[config.mk]
export PLATFORM = sky130hd
export DESIGN_NAME = mips_core
export DESIGN_NICKNAME = d
export VERILOG_FILES = /design/src/mips_pkg.sv /design/src/hazard_if.sv /design/src/hazard_unit.sv /design/src/reg_file.sv /design/src/fetch_decode.sv /design/src/execute_stage.sv /design/src/writeback_stage.sv /design/src/mips_core.sv
export VERILOG_INCLUDE_DIRS = /design/src /design/src/src
export SDC_FILE = /design/constraint.sdc
export NUM_CORES = 2
export LEC_CHECK = 0
export BUFFER_PORTS_ARGS = -buffer_cell sky130_fd_sc_hd__buf_2
export CORE_AREA = 2 2 482 484
export CTS_BUF_LIST = sky130_fd_sc_hd__clkbuf_8
export CTS_CLUSTER_DIAMETER = 200
export CTS_CLUSTER_SIZE = 40
export DETAILED_ROUTE_END_ITERATION = 8
export DIE_AREA = 0 0 484 486
export MAX_ROUTING_LAYER = met4
export SYNTH_ARGS = -nofsm -noshare
export SYNTH_HDL_FRONTEND = slang
export SYNTH_HIERARCHICAL = 1
export SYNTH_SLANG_ARGS = --single-unit
export TNS_END_PERCENT = 50
[constraint.sdc]
create_clock -name clk -period 15 [get_ports clk]
set_clock_uncertainty 0.1 [all_clocks]
set_input_delay 3 -clock clk [delete_from_list [all_inputs] [get_ports clk]]
set_output_delay 3 -clock clk [all_outputs]
set_load 0.01 [all_outputs]
[src/mips_defines.svh]
// MIPS core constants
`ifndef MIPS_DEFINES_SVH
`define MIPS_DEFINES_SVH

`define MIPS_XLEN      32  // Data and address width
`define MIPS_REG_BITS  5   // Register index width

`define MIPS_OP_RTYPE  6'b000000
`define MIPS_OP_LW     6'b100011
`define MIPS_OP_SW     6'b101011
`define MIPS_OP_BEQ    6'b000100
`define MIPS_OP_ADDI   6'b001000

`define MIPS_FN_ADD    6'b100000
`define MIPS_FN_SUB    6'b100010
`define MIPS_FN_AND    6'b100100
`define MIPS_FN_OR     6'b100101
`define MIPS_FN_SLT    6'b101010

`endif

[src/mips_pkg.sv]
// MIPS core types
`include "mips_defines.svh"

package mips_pkg;

    typedef logic [`MIPS_XLEN-1:0]     word_t;
    typedef logic [`MIPS_REG_BITS-1:0] reg_idx_t;
    typedef logic [5:0]                opcode_t;
    typedef logic [5:0]                funct_t;
    typedef logic [15:0]               imm_t;

    // ALU operation encodings
    typedef enum logic [2:0] {
        ALU_AND = 3'b000,
        ALU_OR  = 3'b001,
        ALU_ADD = 3'b010,
        ALU_NOP = 3'b101,  // Result is forced to zero
        ALU_SUB = 3'b110,
        ALU_SLT = 3'b111
    } alu_op_e;

    // Operand source selected by the forwarding logic
    typedef enum logic [1:0] {
        FWD_REG = 2'b00,
        FWD_WB  = 2'b01,
        FWD_MEM = 2'b10
    } fwd_sel_e;

endpackage

[src/hazard_if.sv]
// Hazard unit interface
interface hazard_if;

    mips_pkg::reg_idx_t rs_d;
    mips_pkg::reg_idx_t rt_d;
    logic               branch_d;
    mips_pkg::reg_idx_t rs_e;
    mips_pkg::reg_idx_t rt_e;
    logic               memtoreg_e;
    logic               regwrite_e;
    mips_pkg::reg_idx_t writereg_e;
    logic               memtoreg_m;
    logic               regwrite_m;
    mips_pkg::reg_idx_t writereg_m;
    logic               regwrite_w;
    mips_pkg::reg_idx_t writereg_w;
    logic               stall;
    mips_pkg::fwd_sel_e fwd_a_d, fwd_b_d;  // Decode only uses FWD_REG and FWD_MEM
    mips_pkg::fwd_sel_e fwd_a_e, fwd_b_e;

    modport control (input rs_d, rt_d, branch_d, rs_e, rt_e, memtoreg_e, regwrite_e,
                     writereg_e, memtoreg_m, regwrite_m, writereg_m, regwrite_w,
                     writereg_w, output stall, fwd_a_d, fwd_b_d, fwd_a_e, fwd_b_e);
    modport decode (output rs_d, rt_d, branch_d, input stall, fwd_a_d, fwd_b_d);
    modport execute (input rs_d, rt_d, stall, fwd_a_e, fwd_b_e,
                     output rs_e, rt_e, memtoreg_e, regwrite_e, writereg_e,
                     memtoreg_m, regwrite_m, writereg_m);
    modport writeback (input memtoreg_m, regwrite_m, writereg_m,
                       output regwrite_w, writereg_w);

endinterface

[src/hazard_unit.sv]
// Pipeline hazard control
module hazard_unit (
    hazard_if.control hz
);

    logic lw_stall;
    logic branch_stall;

    // True when dst is a nonzero register read by the instruction in decode
    function automatic logic hits_decode(input mips_pkg::reg_idx_t dst,
                                         input mips_pkg::reg_idx_t rs,
                                         input mips_pkg::reg_idx_t rt);
        return (dst != '0) && ((dst == rs) || (dst == rt));
    endfunction

    function automatic mips_pkg::fwd_sel_e sel_d(input mips_pkg::reg_idx_t src);
        if (src != '0 && hz.regwrite_m && src == hz.writereg_m)
            return mips_pkg::FWD_MEM;
        return mips_pkg::FWD_REG;
    endfunction

    // Memory stage wins since it holds the newer value
    function automatic mips_pkg::fwd_sel_e sel_e(input mips_pkg::reg_idx_t src);
        if (src != '0 && hz.regwrite_m && src == hz.writereg_m)
            return mips_pkg::FWD_MEM;
        if (src != '0 && hz.regwrite_w && src == hz.writereg_w)
            return mips_pkg::FWD_WB;
        return mips_pkg::FWD_REG;
    endfunction

    assign hz.fwd_a_d = sel_d(hz.rs_d);
    assign hz.fwd_b_d = sel_d(hz.rt_d);
    assign hz.fwd_a_e = sel_e(hz.rs_e);
    assign hz.fwd_b_e = sel_e(hz.rt_e);

    assign lw_stall = hz.memtoreg_e && hits_decode(hz.writereg_e, hz.rs_d, hz.rt_d);

    // The branch compares in decode, so an ALU result still in execute is too late,
    // and so is load data still in the memory stage
    assign branch_stall = hz.branch_d &&
        ((hz.regwrite_e && hits_decode(hz.writereg_e, hz.rs_d, hz.rt_d)) ||
         (hz.memtoreg_m && hits_decode(hz.writereg_m, hz.rs_d, hz.rt_d)));

    assign hz.stall = lw_stall || branch_stall;

endmodule

[src/reg_file.sv]
// Register file
module reg_file (
    input  logic               clk,
    input  logic               rst,
    input  mips_pkg::reg_idx_t ra1,
    input  mips_pkg::reg_idx_t ra2,
    input  logic               we,
    input  mips_pkg::reg_idx_t wa,
    input  mips_pkg::word_t    wd,
    output mips_pkg::word_t    rd1,
    output mips_pkg::word_t    rd2
);

    mips_pkg::word_t regs [1:31];  // Register zero has no storage

    always_ff @(posedge clk) begin
        if (rst) begin
            for (int i = 1; i < 32; i++) regs[i] <= '0;
        end else if (we && wa != '0) begin
            regs[wa] <= wd;
        end
    end

    // A read of the register being written sees the new value
    assign rd1 = (ra1 == '0) ? '0 : (we && wa == ra1) ? wd : regs[ra1];
    assign rd2 = (ra2 == '0) ? '0 : (we && wa == ra2) ? wd : regs[ra2];

endmodule

[src/fetch_decode.sv]
// Fetch and decode stages
`include "mips_defines.svh"

module fetch_decode (
    input  logic               clk,
    input  logic               rst,
    input  mips_pkg::word_t    instr,
    output mips_pkg::word_t    pc,
    hazard_if.decode           hz,
    input  mips_pkg::word_t    aluout_m,
    output mips_pkg::reg_idx_t rf_ra1,
    output mips_pkg::reg_idx_t rf_ra2,
    input  mips_pkg::word_t    rf_rd1,
    input  mips_pkg::word_t    rf_rd2,
    output mips_pkg::word_t    rd1_d,
    output mips_pkg::word_t    rd2_d,
    output mips_pkg::word_t    signimm_d,
    output mips_pkg::reg_idx_t rd_d,
    output logic               regwrite_d,
    output logic               memtoreg_d,
    output logic               memwrite_d,
    output logic               alusrc_d,
    output logic               regdst_d,
    output mips_pkg::alu_op_e  aluop_d
);

    mips_pkg::word_t    instr_d;
    mips_pkg::word_t    pcplus4_d;
    logic               valid_d;
    mips_pkg::opcode_t  opcode_d;
    mips_pkg::funct_t   funct_d;
    mips_pkg::imm_t     imm_d;
    mips_pkg::word_t    pcbranch_d;
    logic               branch_d;
    logic               pcsrc_d;

    assign pcsrc_d = branch_d && (rd1_d == rd2_d) && !hz.stall;  // Taken beq

    always_ff @(posedge clk) begin
        if (rst) pc <= '0;
        else if (!hz.stall) pc <= pcsrc_d ? pcbranch_d : pc + 32'd4;
    end

    always_ff @(posedge clk) begin
        if (rst) valid_d <= 1'b0;
        else if (!hz.stall) valid_d <= !pcsrc_d;  // Squash the instruction behind a branch
    end

    always_ff @(posedge clk) begin
        if (!hz.stall) begin
            instr_d   <= instr;
            pcplus4_d <= pc + 32'd4;
        end
    end

    assign opcode_d   = instr_d[31:26];
    assign funct_d    = instr_d[5:0];
    assign imm_d      = instr_d[15:0];
    assign rd_d       = instr_d[15:11];
    assign signimm_d  = {{16{imm_d[15]}}, imm_d};
    assign pcbranch_d = pcplus4_d + {signimm_d[29:0], 2'b00};

    // Invalid slots read r0 so they never match a hazard
    assign rf_ra1   = valid_d ? instr_d[25:21] : '0;
    assign rf_ra2   = valid_d ? instr_d[20:16] : '0;
    assign hz.rs_d  = rf_ra1;
    assign hz.rt_d  = rf_ra2;
    assign hz.branch_d = branch_d;

    assign rd1_d = (hz.fwd_a_d == mips_pkg::FWD_MEM) ? aluout_m : rf_rd1;
    assign rd2_d = (hz.fwd_b_d == mips_pkg::FWD_MEM) ? aluout_m : rf_rd2;

    always_comb begin
        regwrite_d = 1'b0;
        memtoreg_d = 1'b0;
        memwrite_d = 1'b0;
        alusrc_d   = 1'b0;
        regdst_d   = 1'b0;
        branch_d   = 1'b0;
        aluop_d    = mips_pkg::ALU_NOP;
        if (valid_d) begin
            case (opcode_d)
                `MIPS_OP_RTYPE: begin
                    regwrite_d = 1'b1;
                    regdst_d   = 1'b1;
                    case (funct_d)
                        `MIPS_FN_ADD: aluop_d = mips_pkg::ALU_ADD;
                        `MIPS_FN_SUB: aluop_d = mips_pkg::ALU_SUB;
                        `MIPS_FN_AND: aluop_d = mips_pkg::ALU_AND;
                        `MIPS_FN_OR:  aluop_d = mips_pkg::ALU_OR;
                        `MIPS_FN_SLT: aluop_d = mips_pkg::ALU_SLT;
                        default:      aluop_d = mips_pkg::ALU_NOP;
                    endcase
                end
                `MIPS_OP_LW: begin
                    regwrite_d = 1'b1;
                    memtoreg_d = 1'b1;
                    alusrc_d   = 1'b1;
                    aluop_d    = mips_pkg::ALU_ADD;  // Address is base plus offset
                end
                `MIPS_OP_SW: begin
                    memwrite_d = 1'b1;
                    alusrc_d   = 1'b1;
                    aluop_d    = mips_pkg::ALU_ADD;
                end
                `MIPS_OP_ADDI: begin
                    regwrite_d = 1'b1;
                    alusrc_d   = 1'b1;
                    aluop_d    = mips_pkg::ALU_ADD;
                end
                `MIPS_OP_BEQ: branch_d = 1'b1;
                default: branch_d = 1'b0;
            endcase
        end
    end

endmodule

[src/execute_stage.sv]
// Execute stage
module execute_stage (
    input  logic               clk,
    input  logic               rst,
    input  mips_pkg::word_t    rd1_d,
    input  mips_pkg::word_t    rd2_d,
    input  mips_pkg::word_t    signimm_d,
    input  mips_pkg::reg_idx_t rd_d,
    input  logic               regwrite_d,
    input  logic               memtoreg_d,
    input  logic               memwrite_d,
    input  logic               alusrc_d,
    input  logic               regdst_d,
    input  mips_pkg::alu_op_e  aluop_d,
    hazard_if.execute          hz,
    input  mips_pkg::word_t    result_w,
    output mips_pkg::word_t    aluout_m,
    output mips_pkg::word_t    writedata_m,
    output logic               memwrite_m
);

    logic               regwrite_e, memtoreg_e, memwrite_e, alusrc_e, regdst_e;
    mips_pkg::alu_op_e  aluop_e;
    mips_pkg::reg_idx_t rs_e, rt_e, rd_e, writereg_e, writereg_m;
    mips_pkg::word_t    rd1_e, rd2_e, signimm_e;
    mips_pkg::word_t    srca_e, writedata_e, srcb_e, aluout_e;
    logic               regwrite_m, memtoreg_m;

    function automatic mips_pkg::word_t pick(input mips_pkg::fwd_sel_e sel,
                                             input mips_pkg::word_t reg_val,
                                             input mips_pkg::word_t wb_val,
                                             input mips_pkg::word_t mem_val);
        case (sel)
            mips_pkg::FWD_MEM: return mem_val;
            mips_pkg::FWD_WB:  return wb_val;
            default:           return reg_val;
        endcase
    endfunction

    // A stall inserts a bubble here while decode holds
    always_ff @(posedge clk) begin
        if (rst || hz.stall) begin
            {regwrite_e, memtoreg_e, memwrite_e, alusrc_e, regdst_e} <= '0;
            aluop_e <= mips_pkg::ALU_NOP;
            {rs_e, rt_e, rd_e} <= '0;
        end else begin
            {regwrite_e, memtoreg_e, memwrite_e} <= {regwrite_d, memtoreg_d, memwrite_d};
            {alusrc_e, regdst_e} <= {alusrc_d, regdst_d};
            aluop_e <= aluop_d;
            {rs_e, rt_e, rd_e} <= {hz.rs_d, hz.rt_d, rd_d};
        end
    end

    always_ff @(posedge clk) begin
        rd1_e     <= rd1_d;
        rd2_e     <= rd2_d;
        signimm_e <= signimm_d;
    end

    assign srca_e      = pick(hz.fwd_a_e, rd1_e, result_w, aluout_m);
    assign writedata_e = pick(hz.fwd_b_e, rd2_e, result_w, aluout_m);
    assign srcb_e      = alusrc_e ? signimm_e : writedata_e;
    assign writereg_e  = regdst_e ? rd_e : rt_e;

    always_comb begin
        case (aluop_e)
            mips_pkg::ALU_ADD: aluout_e = srca_e + srcb_e;
            mips_pkg::ALU_SUB: aluout_e = srca_e - srcb_e;
            mips_pkg::ALU_AND: aluout_e = srca_e & srcb_e;
            mips_pkg::ALU_OR:  aluout_e = srca_e | srcb_e;
            mips_pkg::ALU_SLT: aluout_e = {31'd0, $signed(srca_e) < $signed(srcb_e)};
            default:           aluout_e = '0;
        endcase
    end

    always_ff @(posedge clk) begin
        if (rst) begin
            {regwrite_m, memtoreg_m, memwrite_m} <= '0;
            writereg_m <= '0;
        end else begin
            {regwrite_m, memtoreg_m, memwrite_m} <= {regwrite_e, memtoreg_e, memwrite_e};
            writereg_m <= writereg_e;
        end
    end

    always_ff @(posedge clk) begin
        aluout_m    <= aluout_e;
        writedata_m <= writedata_e;
    end

    assign hz.rs_e       = rs_e;
    assign hz.rt_e       = rt_e;
    assign hz.memtoreg_e = memtoreg_e;
    assign hz.regwrite_e = regwrite_e;
    assign hz.writereg_e = writereg_e;
    assign hz.memtoreg_m = memtoreg_m;
    assign hz.regwrite_m = regwrite_m;
    assign hz.writereg_m = writereg_m;

endmodule

[src/writeback_stage.sv]
// Writeback stage
module writeback_stage (
    input  logic               clk,
    input  logic               rst,
    hazard_if.writeback        hz,
    input  mips_pkg::word_t    aluout_m,
    input  mips_pkg::word_t    readdata,
    output mips_pkg::word_t    result_w,
    output logic               rf_we,
    output mips_pkg::reg_idx_t rf_wa
);

    logic               regwrite_w;
    logic               memtoreg_w;
    mips_pkg::reg_idx_t writereg_w;
    mips_pkg::word_t    aluout_w;
    mips_pkg::word_t    readdata_w;

    always_ff @(posedge clk) begin
        if (rst) begin
            regwrite_w <= 1'b0;
            memtoreg_w <= 1'b0;
            writereg_w <= '0;
        end else begin
            regwrite_w <= hz.regwrite_m;
            memtoreg_w <= hz.memtoreg_m;
            writereg_w <= hz.writereg_m;
        end
    end

    always_ff @(posedge clk) begin
        aluout_w   <= aluout_m;
        readdata_w <= readdata;  // Load data arrives in the memory stage
    end

    assign result_w      = memtoreg_w ? readdata_w : aluout_w;
    assign rf_we         = regwrite_w;
    assign rf_wa         = writereg_w;
    assign hz.regwrite_w = regwrite_w;
    assign hz.writereg_w = writereg_w;

endmodule

[src/mips_core.sv]
// Pipelined MIPS core
module mips_core (
    input  logic            clk,
    input  logic            rst,
    output mips_pkg::word_t pc,
    input  mips_pkg::word_t instr,
    output mips_pkg::word_t aluout,
    output mips_pkg::word_t writedata,
    output logic            memwrite,
    input  mips_pkg::word_t readdata
);

    mips_pkg::word_t    rd1_d, rd2_d, signimm_d;
    mips_pkg::reg_idx_t rd_d;
    logic               regwrite_d, memtoreg_d, memwrite_d, alusrc_d, regdst_d;
    mips_pkg::alu_op_e  aluop_d;
    mips_pkg::reg_idx_t rf_ra1, rf_ra2, rf_wa;
    mips_pkg::word_t    rf_rd1, rf_rd2;
    logic               rf_we;
    mips_pkg::word_t    aluout_m, writedata_m, result_w;
    logic               memwrite_m;

    hazard_if hz ();

    hazard_unit u_hazard (.hz(hz.control));

    reg_file u_rf (
        .clk(clk), .rst(rst), .ra1(rf_ra1), .ra2(rf_ra2),
        .we(rf_we), .wa(rf_wa), .wd(result_w), .rd1(rf_rd1), .rd2(rf_rd2)
    );

    fetch_decode u_fd (
        .clk(clk), .rst(rst), .instr(instr), .pc(pc), .hz(hz.decode),
        .aluout_m(aluout_m), .rf_ra1(rf_ra1), .rf_ra2(rf_ra2),
        .rf_rd1(rf_rd1), .rf_rd2(rf_rd2),
        .rd1_d(rd1_d), .rd2_d(rd2_d), .signimm_d(signimm_d), .rd_d(rd_d),
        .regwrite_d(regwrite_d), .memtoreg_d(memtoreg_d), .memwrite_d(memwrite_d),
        .alusrc_d(alusrc_d), .regdst_d(regdst_d), .aluop_d(aluop_d)
    );

    execute_stage u_ex (
        .clk(clk), .rst(rst),
        .rd1_d(rd1_d), .rd2_d(rd2_d), .signimm_d(signimm_d), .rd_d(rd_d),
        .regwrite_d(regwrite_d), .memtoreg_d(memtoreg_d), .memwrite_d(memwrite_d),
        .alusrc_d(alusrc_d), .regdst_d(regdst_d), .aluop_d(aluop_d),
        .hz(hz.execute), .result_w(result_w),
        .aluout_m(aluout_m), .writedata_m(writedata_m), .memwrite_m(memwrite_m)
    );

    writeback_stage u_wb (
        .clk(clk), .rst(rst), .hz(hz.writeback),
        .aluout_m(aluout_m), .readdata(readdata),
        .result_w(result_w), .rf_we(rf_we), .rf_wa(rf_wa)
    );

    // Data memory sees the memory stage directly
    assign aluout    = aluout_m;
    assign writedata = writedata_m;
    assign memwrite  = memwrite_m;

endmodule

==> run_results.csv <==
group,metric,value,unit
final_layout,layout.nets,6014,
final_layout,fillers,22300,
die,core,229500,um^2
synth,synthCells,6008,
power,total_power,7.117,mW
drt,drt_iter0_drc,7466,
final_layout,area_growth,5.321,%
setup_path,crit_path_start_kind,"register",
setup_path,rr_startpoint,"u_fd/valid_d",
clock_network,cts-root-buf,"clkbuf_8",
drt,drc,0,
synth,synth_async_sr_flop_share,0,
final_layout,regMostFlops,"u_rf/regs",
drt,dr.pass1.iters,8,
drt,via_per_inst,5.912,
die,die_w,484,um
final_layout,drive_above_1_share,0.1729,
die,die_height,486,um
drt,post_drt_wl_per_cell,30.45,um
min_path,whs_path_depth,0,
sta,fin_crit_sh,0.5586,
drt,antenna_left,0,
clock_network,clock_latency,0.91,ns
clock_network,cts_tree,"done",
sta,fin_crit,8.378,ns
grt,antenna_found_initial,19,
die,initial_core_util,0.3293,
power,p_leak,28.35,nW
synth,ys_seq_area_frac,0.5106,
clock_network,postCtsSetupBuffers,0,
setup_path,arrival,9.14,ns
final_layout,largest_reg_flops,1024,
die,die_area,235200,um^2
clock_network,cts_num_sinks,1383,
setup_path,crit_chain,"and2_4, buf_4, buf_4, buf_4, mux4_2, a22o_1, a2111oi_0, a21oi_1, a22o_1, mux2_4, xnor2_1, nand4_1, nor4_4, nand3_2, or3_1, a221oi_2",
sta,max_clock_freq,0.1194,GHz
drt,wl,269700,um
place,place_inst,8789,
setup_path,max_stage_delay,1.18,ns
final_layout,finalNonFillerCells,8856,
synth,ys_top_cells_by_area,"edfxtp_1 (43%), mux4_2 (12%), and2_1 (8.6%)",
synth,synth_top_area_frac,0.4324,
synth,synth_top_flop_cell,"edfxtp_1",
clock_network,path_clk_slew,0.26,ns
final_layout,final_cell_mix,"edfxtp_1 (1088), and2_1 (1032), mux4_2 (388), mux2i_1 (309), dfxtp_1 (292)",
setup_path,crit_fanout,37,
drt,num_vias,52360,
final_layout,final_core_util,0.3468,
clock_network,cts_buffers,40,
power,powerDensity,89.44,nW/um^2
sta,maxSlewViolCount,0,
place,place_congestion,0.9348,
setup_path,ff2ff_path_depth,16,
place,port_buffers,162,
setup_path,worst_path_max_delay_cell,"a2111oi_0",
clock_network,clk_path_buf_depth,3,
synth,synthDistinctLibCells,95,
place,placed_area,78890,um^2
synth,synth-edff-count,1088,
run_status,status,"finished, violations left",
setup_path,reg2reg_slack,6.62,ns
synth,ys_ff_latch,1383,
run_status,violations,"capacitance limit",
die,num_rows,176,
die,ios,163,
final_layout,multi_input_area,33890,um^2
sta,setup_slack,6.622,ns
synth,synth_warnings,6,
power,vdd_ir_drop_max,69.30,uV
sta,slew_headroom,0.01274,
sta,finalHoldViolCount,0,
sta,worstMarginPinSlew,1.444,ns
synth,synth_top_area_cell,"edfxtp_1",
final_layout,seqCellArea,38580,um^2
clock_network,htreeDepth,2,
place,dp_slack,6.683,ns
setup_path,required,15.77,ns
synth,synth_area_per_cell,12.58,um^2
setup_path,worstPathBufferInverterCount,3,
setup_path,worstSetupPathType,"register to register",
clock_network,postCtsResizedCells,0,
final_layout,final_common_cell,"edfxtp_1",
sta,whs,0.3624,ns
min_path,hp-start,"u_ex/aluout_m[3]",
grt,grt_pass1_vias,50640,
sta,rsz0062_at_grt,"false",
setup_path,cpLargestDelayFamily,"compound AO/OA/AOI/OAI gates",
final_layout,fin_area,79570,um^2
sta,fin_setup_tns,0,ns
min_path,holdPathEnd,"u_wb/aluout_w[3]",
place,dp_hpwl,172000,um
setup_path,timing.rr.end,"u_fd/pc[21]",
clock_network,hold_buffers,0,
min_path,worstHoldPathType,"register to register",
job,max_cap_viol_count,1,
grt,grt_pass1_wl,379400,um
grt,grt_usage,0.2283,
grt,grt_max_degree,89,
grt,overflow,0,
synth,synth.cell_area,75550,um^2
sta,setup_violations,0,
setup_path,crit_path_end_kind,"register",
setup_path,crit_top_cell,"buf_4",
## report_power, final
part	internal, mW	total [mW]	switching [mW]
logic	0.491	1.35	0.855
registers	4.27	4.35	0.0826
clock network	0.260	1.42	1.16
## Yosys cell counts (30+ instances only)
library cell and count:
a2111oi_0 30, a211oi_1 32, a21oi_1 221, a22o_1 57, a22oi_1 211, and2_1 1042
buf_2 77, buf_4 79, clkbuf_1 392, dfxtp_1 295, edfxtp_1 1088, ha_1 140
inv_1 159, mux2_2 63, mux2_4 40, mux2i_1 309, mux4_2 388, nand2_1 186
nand3_1 40, nand4_1 30, nor2_1 187, nor2b_1 30, nor3_1 39, o21ai_0 160
o221ai_1 50, o22ai_1 64, or2_2 41, xnor2_1 119, xor2_1 33
## how the worst max path moves through the flow
stage | from | endpoint | slack, ns | depth (start not counted)
after floorplan | u_ex/hz.rt_e[1] | u_ex/aluout_m[30] | 9.58 | 23
after global placement | u_fd/valid_d | u_fd/pc[28] | 6.76 | 16
after detailed placement | u_fd/valid_d | u_fd/pc[21] | 6.68 | 16
after CTS | u_fd/valid_d | u_fd/pc[21] | 6.65 | 16
after global routing | u_fd/valid_d | u_fd/pc[28] | 6.28 | 16
final | u_fd/valid_d | u_fd/pc[21] | 6.62 | 16
## cells by family (layout without fill, tap and decap cells)
family,after synthesis,in the layout,share of synthesized area
and+or+nand+nor,1713,1713,0.1308
DFF,1383,1383,0.5106
AOI/OAI and AO/OA,1050,1050,0.09556
muxes,805,805,0.1747
buffers and inverters,753,536,0.04518
xor gates and xnor gates,159,159,0.01913
adders and majority gates,143,143,0.02398
other,2,41,0.00009940
## routing by layer
layer | wire [um] | up-vias | GRT usage
met5 | 0 | - | -
met4 | 11580 | 0 | 0.08737
met2 | 118900 | 3114 | 0.3370
li1 | - | 21830 | -
met1 | 110500 | 26990 | 0.3106
met3 | 28720 | 427 | 0.04312
## final cells by class
class / instances / area share
diodes: 7 / 0.0002201
clock buffers: 41 / 0.007092
clock inverters: 19 / 0.001195
inverters: 159 / 0.007532
multi-input cells: 3904 / 0.4259
flip-flops and latches: 1383 / 0.4849
well taps: 3026 / 0.04758
repair buffers: 317 / 0.02560
Note: power is estimated with default switching activity, not from simulation.
